===== src/hdl/ibuf_line_pkg.sv =====
`default_nettype none

package ibuf_line_pkg;

    // one instruction cache line as delivered by either bank
    localparam int LINE_BITS = 128;

    typedef logic [LINE_BITS-1:0] cache_line_t;

endpackage

`default_nettype wire


===== src/hdl/ibuf_ctrl_pkg.sv =====
`default_nettype none

package ibuf_ctrl_pkg;

    localparam int NUM_SLOTS = 4;

    localparam logic [NUM_SLOTS-1:0] EVEN_MASK = 4'b0101; // slots 00 and 10
    localparam logic [NUM_SLOTS-1:0] ODD_MASK  = 4'b1010; // slots 01 and 11

    typedef logic [1:0] slot_idx_t;  // bit 0 set means odd slot
    typedef logic [3:0] line_off_t;  // byte offset inside a line
    typedef logic [5:0] bip_t;       // {slot, offset}

    // encoding order matters, bit 1 = even bank, bit 0 = odd bank
    typedef enum logic [1:0] {
        LD_NONE = 2'b00,
        LD_ODD  = 2'b01,
        LD_EVEN = 2'b10,
        LD_BOTH = 2'b11
    } ld_mode_t;

    function automatic slot_idx_t bip_slot(bip_t bip);
        return bip[5:4];
    endfunction

    function automatic line_off_t bip_off(bip_t bip);
        return bip[3:0];
    endfunction

    function automatic logic [NUM_SLOTS-1:0] slot_onehot(slot_idx_t idx);
        logic [NUM_SLOTS-1:0] oh;
        oh      = '0;
        oh[idx] = 1'b1;
        return oh;
    endfunction

endpackage

`default_nettype wire


===== src/hdl/ibuf_fill_ctrl.sv =====
`default_nettype none

module ibuf_fill_ctrl
    import ibuf_ctrl_pkg::*;
(
    input  logic                 clk,
    input  logic                 reset_i,
    input  logic                 cf_i,
    input  logic [NUM_SLOTS-1:0] valid_i,
    input  slot_idx_t            even_slot_i,
    input  slot_idx_t            odd_slot_i,
    input  logic                 miss_even_i,
    input  logic                 miss_odd_i,
    input  logic                 wait_even_i,
    input  logic                 wait_odd_i,
    output logic [NUM_SLOTS-1:0] ld_slot_o,
    output logic                 even_loaded_o,
    output logic                 odd_loaded_o
);

    ld_mode_t             mode_q;
    ld_mode_t             mode_nxt;
    ld_mode_t             mode_eff;
    logic [NUM_SLOTS-1:0] empty;
    logic [NUM_SLOTS-1:0] empty_nbr;
    logic                 pair_empty;
    logic                 even_empty;
    logic                 odd_empty;
    logic                 take_even;
    logic                 take_odd;
    logic [NUM_SLOTS-1:0] even_strb;
    logic [NUM_SLOTS-1:0] odd_strb;

    assign empty = ~valid_i;

    // neighbour of slot i is slot i+1 around the ring
    assign empty_nbr  = {empty[0], empty[3:1]};
    assign pair_empty = |(empty & empty_nbr);
    assign even_empty = |(empty & EVEN_MASK);
    assign odd_empty  = |(empty & ODD_MASK);

    always_comb begin
        if (pair_empty) begin
            mode_nxt = LD_BOTH;
        end else if (even_empty) begin
            mode_nxt = LD_EVEN;
        end else if (odd_empty) begin
            mode_nxt = LD_ODD;
        end else begin
            mode_nxt = LD_NONE;
        end
    end

    // a miss on either bank freezes the mode
    always_ff @(posedge clk) begin
        if (reset_i) begin
            mode_q <= LD_BOTH;
        end else if (!miss_even_i && !miss_odd_i) begin
            mode_q <= mode_nxt;
        end
    end

    assign mode_eff = cf_i ? LD_BOTH : mode_q; // refill both banks after a redirect

    assign take_even = ((mode_eff == LD_EVEN) || (mode_eff == LD_BOTH))
                       && !miss_even_i && !wait_even_i;
    assign take_odd  = ((mode_eff == LD_ODD) || (mode_eff == LD_BOTH))
                       && !miss_odd_i && !wait_odd_i;

    // a bank can only ever write slots of its own parity
    assign even_strb = take_even ? (slot_onehot(even_slot_i) & EVEN_MASK) : '0;
    assign odd_strb  = take_odd ? (slot_onehot(odd_slot_i) & ODD_MASK) : '0;

    assign ld_slot_o     = even_strb | odd_strb;
    assign even_loaded_o = |even_strb;
    assign odd_loaded_o  = |odd_strb;

endmodule

`default_nettype wire


===== src/hdl/ibuf_invalidate.sv =====
`default_nettype none

module ibuf_invalidate
    import ibuf_ctrl_pkg::*;
(
    input  logic                 cf_i,
    input  bip_t                 new_bip_i,
    input  bip_t                 old_bip_i,
    input  slot_idx_t            even_slot_i,
    input  slot_idx_t            odd_slot_i,
    input  logic                 miss_even_i,
    input  logic                 miss_odd_i,
    output logic [NUM_SLOTS-1:0] inv_slot_o
);

    line_off_t            new_off;
    line_off_t            old_off;
    logic                 crossed;
    logic [NUM_SLOTS-1:0] cross_inv;
    logic [NUM_SLOTS-1:0] raw_inv;
    logic [NUM_SLOTS-1:0] hit_even;
    logic [NUM_SLOTS-1:0] hit_odd;

    assign new_off = bip_off(new_bip_i);
    assign old_off = bip_off(old_bip_i);

    // offset went backwards, so decode moved on to the next line
    assign crossed   = (new_off < old_off);
    assign cross_inv = crossed ? slot_onehot(bip_slot(old_bip_i)) : '0;

    assign raw_inv = cf_i ? {NUM_SLOTS{1'b1}} : cross_inv;

    // slots being filled by a hit this cycle keep their new line
    assign hit_even = miss_even_i ? '0 : (slot_onehot(even_slot_i) & EVEN_MASK);
    assign hit_odd  = miss_odd_i ? '0 : (slot_onehot(odd_slot_i) & ODD_MASK);

    assign inv_slot_o = raw_inv & ~(hit_even | hit_odd);

endmodule

`default_nettype wire


===== src/hdl/ibuf_line_store.sv =====
`default_nettype none

module ibuf_line_store
    import ibuf_line_pkg::*;
    import ibuf_ctrl_pkg::*;
(
    input  logic                 clk,
    input  logic                 reset_i,
    input  cache_line_t          line_even_i,
    input  cache_line_t          line_odd_i,
    input  logic [NUM_SLOTS-1:0] ld_slot_i,
    input  logic [NUM_SLOTS-1:0] inv_slot_i,
    output cache_line_t          line_00_o,
    output cache_line_t          line_01_o,
    output cache_line_t          line_10_o,
    output cache_line_t          line_11_o,
    output logic [NUM_SLOTS-1:0] valid_o
);

    cache_line_t          line_q [NUM_SLOTS];
    logic [NUM_SLOTS-1:0] valid_q;

    always_ff @(posedge clk) begin
        if (reset_i) begin
            for (int s = 0; s < NUM_SLOTS; s++) begin
                line_q[s] <= '0;
            end
            valid_q <= '0;
        end else begin
            for (int s = 0; s < NUM_SLOTS; s++) begin
                if (ld_slot_i[s]) begin
                    // odd slots are fed from the odd bank
                    line_q[s]  <= s[0] ? line_odd_i : line_even_i;
                    valid_q[s] <= 1'b1;
                end else if (inv_slot_i[s]) begin
                    valid_q[s] <= 1'b0; // data stays, only valid drops
                end
            end
        end
    end

    assign line_00_o = line_q[0];
    assign line_01_o = line_q[1];
    assign line_10_o = line_q[2];
    assign line_11_o = line_q[3];
    assign valid_o   = valid_q;

endmodule

`default_nettype wire


===== src/hdl/ibuf_latch.sv =====
`default_nettype none

module ibuf_latch
    import ibuf_line_pkg::*;
    import ibuf_ctrl_pkg::*;
(
    input  logic        clk,
    input  logic        reset_i,
    input  logic        init_i,
    input  logic        resteer_i,
    input  logic        br_taken_i,
    input  cache_line_t line_even_i,
    input  cache_line_t line_odd_i,
    input  slot_idx_t   even_slot_i,
    input  slot_idx_t   odd_slot_i,
    input  logic        miss_even_i,
    input  logic        miss_odd_i,
    input  logic        wait_even_i,
    input  logic        wait_odd_i,
    input  bip_t        new_bip_i,
    input  bip_t        old_bip_i,
    output cache_line_t line_00_o,
    output cache_line_t line_01_o,
    output cache_line_t line_10_o,
    output cache_line_t line_11_o,
    output logic        line_00_valid_o,
    output logic        line_01_valid_o,
    output logic        line_10_valid_o,
    output logic        line_11_valid_o,
    output logic        even_loaded_o,
    output logic        odd_loaded_o
);

    logic                 cf;
    logic [NUM_SLOTS-1:0] ld_slot;
    logic [NUM_SLOTS-1:0] inv_slot;
    logic [NUM_SLOTS-1:0] valid;

    assign cf = init_i | resteer_i | br_taken_i; // any control flow change

    ibuf_fill_ctrl u_fill (
        .clk           (clk),
        .reset_i       (reset_i),
        .cf_i          (cf),
        .valid_i       (valid),
        .even_slot_i   (even_slot_i),
        .odd_slot_i    (odd_slot_i),
        .miss_even_i   (miss_even_i),
        .miss_odd_i    (miss_odd_i),
        .wait_even_i   (wait_even_i),
        .wait_odd_i    (wait_odd_i),
        .ld_slot_o     (ld_slot),
        .even_loaded_o (even_loaded_o),
        .odd_loaded_o  (odd_loaded_o)
    );

    ibuf_invalidate u_inv (
        .cf_i        (cf),
        .new_bip_i   (new_bip_i),
        .old_bip_i   (old_bip_i),
        .even_slot_i (even_slot_i),
        .odd_slot_i  (odd_slot_i),
        .miss_even_i (miss_even_i),
        .miss_odd_i  (miss_odd_i),
        .inv_slot_o  (inv_slot)
    );

    ibuf_line_store u_store (
        .clk         (clk),
        .reset_i     (reset_i),
        .line_even_i (line_even_i),
        .line_odd_i  (line_odd_i),
        .ld_slot_i   (ld_slot),
        .inv_slot_i  (inv_slot),
        .line_00_o   (line_00_o),
        .line_01_o   (line_01_o),
        .line_10_o   (line_10_o),
        .line_11_o   (line_11_o),
        .valid_o     (valid)
    );

    assign line_00_valid_o = valid[0];
    assign line_01_valid_o = valid[1];
    assign line_10_valid_o = valid[2];
    assign line_11_valid_o = valid[3];

endmodule

`default_nettype wire


===== config.mk =====
export PLATFORM = sky130hd
export DESIGN_NAME = ibuf_latch
export DESIGN_NICKNAME = d
export VERILOG_FILES = /design/src/hdl/ibuf_line_pkg.sv /design/src/hdl/ibuf_ctrl_pkg.sv /design/src/hdl/ibuf_fill_ctrl.sv /design/src/hdl/ibuf_invalidate.sv /design/src/hdl/ibuf_line_store.sv /design/src/hdl/ibuf_latch.sv
export SDC_FILE = /design/constraint.sdc
export NUM_CORES = 1
export LEC_CHECK = 0
export ABC_AREA = 1
export BUFFER_PORTS_ARGS = -buffer_cell sky130_fd_sc_hd__buf_2
export CORE_AREA = 2 2 309 311
export DETAILED_ROUTE_END_ITERATION = 10
export DIE_AREA = 0 0 311 313
export GPL_ROUTABILITY_DRIVEN = 0
export PLACE_DENSITY_LB_ADDON = 0.25
export SKIP_CTS_REPAIR_TIMING = 1
export SLEW_MARGIN = 20
export SYNTH_ARGS = -nofsm -noshare
export SYNTH_HDL_FRONTEND = slang
export SYNTH_SLANG_ARGS = --single-unit

===== constraint.sdc =====
create_clock -name clk -period 16.7 [get_ports clk]
set_input_delay 3.34 -clock clk [delete_from_list [all_inputs] [get_ports clk]]
set_output_delay 3.34 -clock clk [all_outputs]
set_load 0.02 [all_outputs]

* Word-level counts from Yosys, hierarchy flattened
Memory sizes are Yosys's and may differ from the RTL's.
Cells that the tools add are included.
** Storage, ports and cells
- Register bits :: 6
- Memory bits (writable) :: 512
- Bits of input ports :: 281
- Logic and storage cells :: 93
- Memories :: 1
** Cells by class
- Order comparisons :: 7
- Equal/unequal tests :: 3
- Mux-type cells :: 42
- Bitwise logic cells :: 12
- Reductions and logical operators :: 23
** Memories
- u_store.line_q :: depth 4, width 128, rd ports 4, clocked after memory_dff 0, wr ports 4, line ibuf_line_store.sv:20 : cache_line_t line_q [NUM_SLOTS];
** Operators with widths (count)
- 128-bit 2-to-1 mux :: 4
- 1-bit 2-to-1 mux :: 26
- 4-bit 2-to-1 mux :: 4
- 4-bit OR reduction :: 3
- 2-bit by 3-bit less-than comparator with 1-bit output (second input constant) :: 3
- 4-bit AND :: 2
- 1-bit logical AND :: 8
- 4-bit NOT :: 2
- 4-bit bitwise OR :: 2
- 2-bit nonzero test :: 4
- 1-bit demux with 2-bit select :: 3
- 2-bit by 1-bit >= comparator with 1-bit output (second input constant) :: 3
- 2-bit 2-to-1 mux :: 3
- 3-bit 2-to-1 mux :: 2
- 1-bit bitwise OR :: 6
- 2-bit == test (second input constant) :: 2
- 1-bit zero test :: 4
- 4-bit less-than comparator :: 1
- 2-bit OR reduction :: 2
- 2-bit by 1-bit == test with 1-bit output (second input constant) :: 1
- 1-bit logical OR :: 2

* Logic depth before layout (Yosys ltp)
Gate-level depths: netlist (run 1).
- Word-level depth :: 13
- Gate-level depth with buffers :: 10
- Mapped depth without buffers :: 10

* By module
Synthesis (run 1) repeated with hierarchy kept, for this count alone.
** Unflattened totals
- Cell total of the unflattened synthesis :: 1428
- Area total of the unflattened synthesis :: 19349.8 sq um
** By module, submodules not included
- ibuf_line_store :: instances 1, cells each 1361, area each 18992.0 sq um
- ibuf_invalidate :: instances 1, cells each 36, area each 196.4 sq um
- ibuf_fill_ctrl :: instances 1, cells each 28, area each 150.1 sq um
- ibuf_latch :: instances 1, cells each 3, area each 11.3 sq um

* Worst setup path after synthesis (run 1)
No wires, ideal clock.
- Kind :: input port to flip-flop
- From :: in resteer_i
- To :: mem u_store.line_q[0][256] in the netlist's numbering (enable)
- Setup time :: 0.792 ns
- Arrival time :: 12.696 ns
- Required time :: 15.908 ns
- Setup slack :: 3.212 ns
- Stages on the path :: 6
- Path buffers :: 0
- Cells stage by stage :: nor2_1 > nand2_1 > nor2_1 > nor3_2 > nand2_1 > o21ai_0
** RTL lines
- from (decl) :: line ibuf_latch.sv:10 : input logic resteer_i,
- to (decl) :: line ibuf_line_store.sv:20

* Worst setup path in the final report (run 1)
- From :: in resteer_i
- To :: out even_loaded_o
** On the way
- Longest elaborated chain between the ends :: 9
- Elaborated cells between the ends (all ways) :: 10
** Ends and longest elaborated chain
- 1-bit bitwise OR (*) (2 in a row) :: line ibuf_latch.sv:39 : assign cf = init_i | resteer_i | br_taken_i;
- 2-bit 2-to-1 mux (*) :: line ibuf_fill_ctrl.sv:63 : assign mode_eff = cf_i ? LD_BOTH : mode_q;
- 2-bit == test :: line ibuf_fill_ctrl.sv:65 : assign take_even = ((mode_eff == LD_EVEN) || (mode_eff == LD_BOTH))
- 1-bit logical OR (*) :: line ibuf_fill_ctrl.sv:65
- 1-bit logical AND (*) (2 in a row) :: line ibuf_fill_ctrl.sv:66 : && !miss_even_i && !wait_even_i;
- 3-bit 2-to-1 mux (*) :: line ibuf_fill_ctrl.sv:71 : assign even_strb = take_even ? (slot_onehot(even_slot_i) & EVEN_MASK) : '0;
- 4-bit OR reduction (*) :: line ibuf_fill_ctrl.sv:75 : assign even_loaded_o = |even_strb;
- to (decl) :: line ibuf_latch.sv:30 : output logic even_loaded_o,
Every way passes the cells marked *; elsewhere a longest branch is shown, timed or not.

==> results of run 1 <==
cells in the final DEF, fill, tap and decap left out, types with 2 or more instances in the layout:
master,instances
edfxtp_1,512
clkbuf_1,7
o21ai_0,4
nand4_1,4
ha_1,3
inv_1,277
clkinv_2,10
buf_2,796
diode_2,6
nor2_1,524
bufinv_16,10
buf_4,14
clkbuf_16,59
nand2_1,27
nand3_1,8
clkinv_1,14
clkinv_4,2
dfxtp_1,6
o21ai_4,4
critical path, cell delays in order:
cell	delay [ps]
buf_2	80
nor2_1	40
nand2_1	110
nor2_1	70
nor3_2	180
nand2_1	190
inv_1	80
buf_2	230
power by group through the flow:
stage / Sequential [mW] / Combinational, mW / Clock (mW)
5_1_grt: 1.52 / 0.298 / 1.40
3_5_place_dp: 1.54 / 0.282 / 0
2_1_floorplan: 1.65 / 0.0539 / 0
3_3_place_gp: 1.54 / 0.281 / 0
6_report: 1.51 / 0.277 / 1.31
4_1_cts: 1.52 / 0.283 / 1.35
path summary, 6_finish.rpt:
path,endpoint,cells past startpoint,startpoint
worst min-delay path,u_fill.mode_q[0]$_SDFFE_PP1P_,2,u_fill.mode_q[0]$_SDFFE_PP1P_
worst max-delay path,even_loaded_o,8,resteer_i
worst max register to register,u_store.line_q[0][72]$_SDFFCE_PN0P_,6,u_fill.mode_q[1]$_SDFFE_PP1P_
worst min register to register,u_fill.mode_q[0]$_SDFFE_PP1P_,2,u_fill.mode_q[0]$_SDFFE_PP1P_
kinds of logic after synthesis:
kind of cell	share of synthesized area, %
buffers and inverters	7.580
AND/OR/NAND/NOR	11.17
AO/OA/AOI/OAI	0.2609
flip-flops	80.79
adder cells (fa/ha/maj)	0.1957
sequential cells by signal, indices dropped and copies added, names as in the netlist:
| signal | flops |
|---|---|
| u_fill.mode_q | 2 |
| u_store.line_q | 512 |
| u_store.valid_o | 4 |
per-stage QoR:
step	util, %	instances	hold slack [ps]
6_report	28.12	3559	503.3
5_1_grt	28.12	3558	529.5
4_1_cts	28.08	3552	506.6
3_5_place_dp	26.03	3449	500.8
3_3_place_gp	26.03	3449	489.5
2_1_floorplan	-	1429	462.8
metal layers:
| metal | track usage, % | wire, um | vias up |
|---|---|---|---|
| li1 | - | - | 6205 |
| met1 | 13.96 | 23820 | 6371 |
| met2 | 21.82 | 31600 | 628 |
| met3 | 5.895 | 6895 | 120 |
| met4 | 4.161 | 1811 | 6 |
| met5 | 0 | 30 | - |
Yosys cell counts:
cell        n
clkbuf_1    4
inv_2       1
a21oi_1     1
edfxtp_1  512
dfxtp_1     6
inv_1     277
buf_2      28
buf_6      20
nand3_1     8
nand4_1     4
nor3_2      1
o21ai_1     1
ha_1        3
o21ai_0     8
buf_4       4
nor2_1    524
nand2_1    27
cell type report:
| class | instances | share of cell area (%) |
|---|---|---|
| well taps | 1265 | 5.977 |
| diodes | 6 | 0.05670 |
| inverters | 278 | 3.941 |
| multi-input cells | 577 | 8.595 |
| repair buffers | 812 | 15.62 |
| clock buffers | 66 | 5.675 |
| flip-flops and latches | 518 | 58.51 |
| clock inverters | 37 | 1.621 |
==> Implementation_results.wiki, run 1 <==
{| class="wikitable"
! Metric !! Value
|-
| Final total negative setup slack || 0 ps
|-
| Portion of total power attributed to combinational logic || 8.9%
|-
| # Max-Cap Violations || 0
|-
| Cell area power density || 116.9 nW/um^2
|-
| Fraction of power consumed by the clock network || 42.1%
|-
| Total vias in the final route || 13.33k
|-
| Library cell with the largest summed area after synthesis || edfxtp_1
|-
| Clock Tree Root || clkbuf_16
|-
| Final-layout fill cell count || 9970
|-
| Fraction of final layout cells with drive strength greater than 1 || 39.34%
|-
| Period utilisation layout || between 40% and 50%
|-
| Count of boundary I/O pins || 799
|-
| Path class of the lowest-slack min-delay path || reg2reg
|-
| Overall global routing resource usage || 12.74%
|-
| Final #Nets || roughly 2.5k
|-
| DRC violation total after the first TritonRoute iteration || just under 800
|-
| Count of port buffers added during placement || ~800
|-
| Overall Power || 3.097 mW
|-
| Max Freq || 130.6 MHz
|-
| Register cell area after layout || roughly 15000 sq um
|-
| Fin. Hold Viols || 0
|-
| Number of levels in the clock H-tree || 2
|-
| Maximum fanout encountered on the critical timing path || 3
|-
| Nets in the synthesized netlist || roughly 1.7k
|-
| Die span in y || 313 um
|-
| Horizontal die dimension || between 300 and 400 um
|-
| VDD IR max || roughly 0.08 mV
|-
| Num CTS Buffers || 58
|-
| Post-DR wirelength/cell || 18.03 um
|-
| Average footprint of a synthesized cell || 13.42 sq um
|-
| Sequential cell area fraction in the yosys report || 80.79%
|-
| Vias/cell || between 3 and 4
|-
| Net switching component of the power || 730.3 uW
|-
| Count of mapped cells out of synthesis || 1429
|-
| DRT Pass-1 Iters || 5
|-
| Relative contribution of sequential cells to total power || 48.9%
|-
| Top cell type's share of synthesized area || 80.16%
|-
| Placement Cell Area || 24510 sq um
|-
| Total global routing overflow || 0
|-
| Count of warnings emitted by yosys || 0
|-
| Hpwl dp || 46710 um
|-
| Global-route wire length before repair || 92650 um
|-
| Clock skew after layout || around 11 ps
|-
| Clock transition at path regs || 60 ps
|-
| Cell area after technology mapping || 19180 sq um
|-
| Unrepaired setup endpoints after global routing || false
|-
| Leakage Power || 12.50 nW
|-
| Via count of the first global-routing pass || 14.21k
|-
| Worst Max-Slew Pin Slew || 1021 ps
|-
| Crit end category || output pin
|-
| Status || completed
|-
| Std cell rows || 113
|-
| Clk buf depth || 3
|-
| Internal portion of total power || 2.366 mW
|-
| Setup slack of the worst register-to-register path || 13130 ps
|-
| Area occupied by multi-input gates || 2276 sq um
|-
| Max-slew violation count || 0
|-
| Max-Slew Margin vs Limit || 31.69%
|-
| Core box area || 94160 sq um
|-
| Pre-CTS worst setup slack || 9018 ps
|-
| Critical setup path kind || in2out
|-
| Aggregate routed wire length || 64160 um
|-
| Final setup violation count || 0
|-
| Worst-Skew Late Latency || between 600 and 700 ps
|-
| Initial core utilization || 20.37%
|-
| DIE AREA || 97340 sq um
|-
| CP startpoint kind || input port
|-
| TritonCTS clock tree || yes
|-
| Cell variety after synth || 17
|-
| DRC violation count after routing || 0
|-
| Pin count of the biggest net entering global routing || 127
|-
| Minimum setup slack in the final design || 9042 ps
|-
| Post-layout min period || 7658 ps
|-
| Flip-flop and latch count after synthesis || between 500 and 600
|-
| Initial antenna violation count || 24
|-
| Final non-filler cell area || 26480 sq um
|-
| Layout Area Growth over Synthesis || 38.07%
|-
| Antenna Violating Nets Remaining || 0
|-
| Ranking of synthesized cells by area || edfxtp_1, nor2_1, inv_1, buf_6, buf_2
|-
| Clock Sink Count || 518
|-
| Signal arrival time at the worst endpoint || 4320 ps
|-
| Required time of the critical path || 13360 ps
|-
| Switching Share || 23.58%
|}
(Power assumes the default switching activity.)
==> inputs of run 2 (changes only) <==
Clock period 16.7 ns to 7.7 ns, I/O delays scaled along.
==> Implementation_results.wiki, run 2 (synthesis gave the netlist of run 1 again) <==
{| class="wikitable"
! Metric !! Value
|-
| Status || completed
|-
| Core box area || 94160 sq um (unchanged)
|-
| R2R cell count || 5 (-1)
|-
| DRC violation count after routing || 0 (unchanged)
|-
| Total vias in the final route || 13.23k (-0.72%)
|-
| Post-layout min period || 4024 ps
|-
| Number of flip-flops under the largest register name || 512 (unchanged)
|-
| Horizontal die dimension || 311 um (unchanged)
|-
| Number of levels in the clock H-tree || 2 (unchanged)
|-
| Die span in y || 313 um (unchanged)
|-
| Crit-path max cell delay || 190 ps (-40 ps)
|-
| Overall global routing resource usage || 12.17% (-0.56 points)
|-
| Hpwl dp || 43470 um (-6.9%)
|-
| Max Freq || around 250 MHz
|-
| Crit end category || output pin
|-
| Worst hold path stage count || 2 (unchanged)
|-
| Clk buf depth || 3 (unchanged)
|-
| Num CTS Buffers || 58 (unchanged)
|-
| Layout Area Growth over Synthesis || 37.67%
|-
| Overall Power || 6.581 mW (+110%)
|-
| Minimum setup slack in the final design || 3676 ps (-5366 ps)
|-
| Count of port buffers added during placement || 796 (unchanged)
|-
| Clock Tree Root || clkbuf_16
|-
| Worst Max-Slew Pin Slew || 1055 ps (+34.49 ps)
|-
| Most used cells in the layout excluding fill and tap cells || buf_2, nor2_1, edfxtp_1, inv_1, clkbuf_16
|-
| Relative contribution of sequential cells to total power || 49.9% (+1.0 points)
|-
| Clock Sink Count || 518 (unchanged)
|-
| Maximum fanout encountered on the critical timing path || 3 (unchanged)
|-
| Biggest register || u_store.line_q
|-
| Final total negative setup slack || 0 ps (unchanged)
|-
| Antenna Violating Nets Remaining || 0 (unchanged)
|-
| Critical path cell sequence || buf_2 -> nor2_1 -> nand2_1 -> o21ai_1 -> nor2_1 -> nand2_1 -> inv_1 -> buf_2
|-
| Clock transition at path regs || 60 ps (about the same)
|-
| Worst hold slack after final layout || 504.0 ps (+0.7100 ps)
|-
| Fraction of final layout cells with drive strength greater than 1 || 39.19% (-0.15 points)
|-
| Vias/cell || 3.724 (-0.58%)
|-
| Std cell rows || 113 (unchanged)
|-
| Final-layout fill cell count || 9958 (-0.12%)
|-
| Clock skew after layout || 11.41 ps (+0.1490 ps)
|-
| TritonCTS clock tree || yes
|-
| Count of boundary I/O pins || 799 (unchanged)
|-
| Cell count along the critical path || 8 (unchanged)
|-
| Critical setup path kind || in2out
|-
| Unrepaired setup endpoints after global routing || false
|-
| DRT Pass-1 Iters || 4 (-1)
|-
| Cell with the largest stage delay on the worst path || nand2_1
|-
| Required time of the critical path || 6160 ps (-7200 ps)
|-
| Leakage Power || 12.45 nW (-0.42%)
|-
| Path class of the lowest-slack min-delay path || reg2reg
|-
| Post-layout utilization of the core || 28.04% (-0.081 points)
|-
| Aggregate routed wire length || 61590 um (-4.0%)
|-
| Period utilisation layout || 52.26%
|-
| Max-slew violation count || 0 (unchanged)
|-
| Signal arrival time at the worst endpoint || 2480 ps (-1840 ps)
|-
| Setup slack of the worst register-to-register path || 5330 ps (-7800 ps)
|-
| Fraction of power consumed by the clock network || 41.1% (-1.0 points)
|-
| Cell type group with the largest total delay on the critical path || simple AND/OR/NAND/NOR gates
|-
| Max-Slew Margin vs Limit || 29.65% (-2.0 points)
|-
| Switching Share || 24.34% (+0.76 points)
|-
| Cell area power density || 249.3 nW/um^2 (+110%)
|-
| VDD IR max || 0.1954 mV (+140%)
|-
| DIE AREA || 97340 sq um (unchanged)
|-
| Total global routing overflow || 0 (unchanged)
|-
| Post-DR wirelength/cell || 17.33 um (-3.9%)
|-
| # Max-Cap Violations || 0 (unchanged)
|-
| Initial core utilization || 20.37% (unchanged)
|-
| Global-route wire length before repair || 89330 um (-3.6%)
|-
| Portion of total power attributed to combinational logic || 9.0% (about the same)
|-
| Initial antenna violation count || 24 (unchanged)
|-
| Worst-Skew Late Latency || 610 ps (about the same)
|-
| Number of buffers and inverters on the critical path || 3 (unchanged)
|-
| Pre-CTS worst setup slack || 3658 ps (-5360 ps)
|-
| CP startpoint kind || input port
|-
| Final setup violation count || 0 (unchanged)
|-
| Fin. Hold Viols || 0 (unchanged)
|-
| Most frequent standard cell in the layout excluding fill and tap cells || buf_2
|-
| Final #Nets || 2521 (-0.32%)
|-
| Net switching component of the power || 1.602 mW (+120%)
|-
| Internal portion of total power || 4.979 mW (+110%)
|-
| Via count of the first global-routing pass || 13.95k (-1.9%)
|-
| DRC violation total after the first TritonRoute iteration || 868 (+11%)
|-
| Pin count of the biggest net entering global routing || 129 (+1.6%)
|}
==> run 2: cell count changes in the layout (fill, tap and decap cells not counted), sizes merged <==
cell,delta
buf,-8
clkinvlp,+4
clkbuf,+2
diode,-1
bufinv,-6
clkinv,+4
==> run 2: area by class of cell <==
type | instances | area [sq um] | share of cell area [%]
sequential | 518 | 15490 | 58.68
clock inverter | 39 | 297.8 | 1.128
multi-input combinational | 577 | 2276 | 8.620
timing repair buffer | 804 | 4144 | 15.69
clock buffer | 68 | 1553 | 5.881
antenna | 5 | 12.51 | 0.04739
inverter | 278 | 1044 | 3.952
tap | 1265 | 1583 | 5.994
==> run 2: power groups by stage <==
stage / clock (mW) / combinational, mW / sequential [mW]
2_1_floorplan: 0 / 0.117 / 3.56
3_3_place_gp: 0 / 0.604 / 3.34
3_5_place_dp: 0 / 0.606 / 3.34
4_1_cts: 2.80 / 0.608 / 3.28
5_1_grt: 2.90 / 0.640 / 3.30
6_report: 2.71 / 0.593 / 3.28
==> run 2: worst min-delay path, stage by stage (launching register included) <==
cell and delay [ps]:
dfxtp_1 310, o21ai_0 60, nand3_1 80
==> run 2: worst paths after layout <==
path                                     endpoint                          start
max reg2reg  u_store.line_q[0][181]$_SDFFCE_PN0P_  u_fill.mode_q[0]$_SDFFE_PP1P_
min reg2reg         u_fill.mode_q[1]$_SDFFE_PP1P_  u_fill.mode_q[1]$_SDFFE_PP1P_
min                 u_fill.mode_q[1]$_SDFFE_PP1P_  u_fill.mode_q[1]$_SDFFE_PP1P_
max                                  odd_loaded_o                      resteer_i
==> run 2: metal layers <==
layer	wire (um)	up-vias	GRT usage, %
li1	-	6190	-
met1	23060	6316	13.31
met2	30470	599	20.91
met3	6378	119	5.584
met4	1617	10	4.018
met5	63	-	0
==> run 2: metrics by stage <==
stage          instances  cell area [sq um]
2_1_floorplan       1429              19180
3_3_place_gp        3442              24540
3_5_place_dp        3442              24540
4_1_cts             3549              26390
5_1_grt             3553              26400
6_report            3554              26400
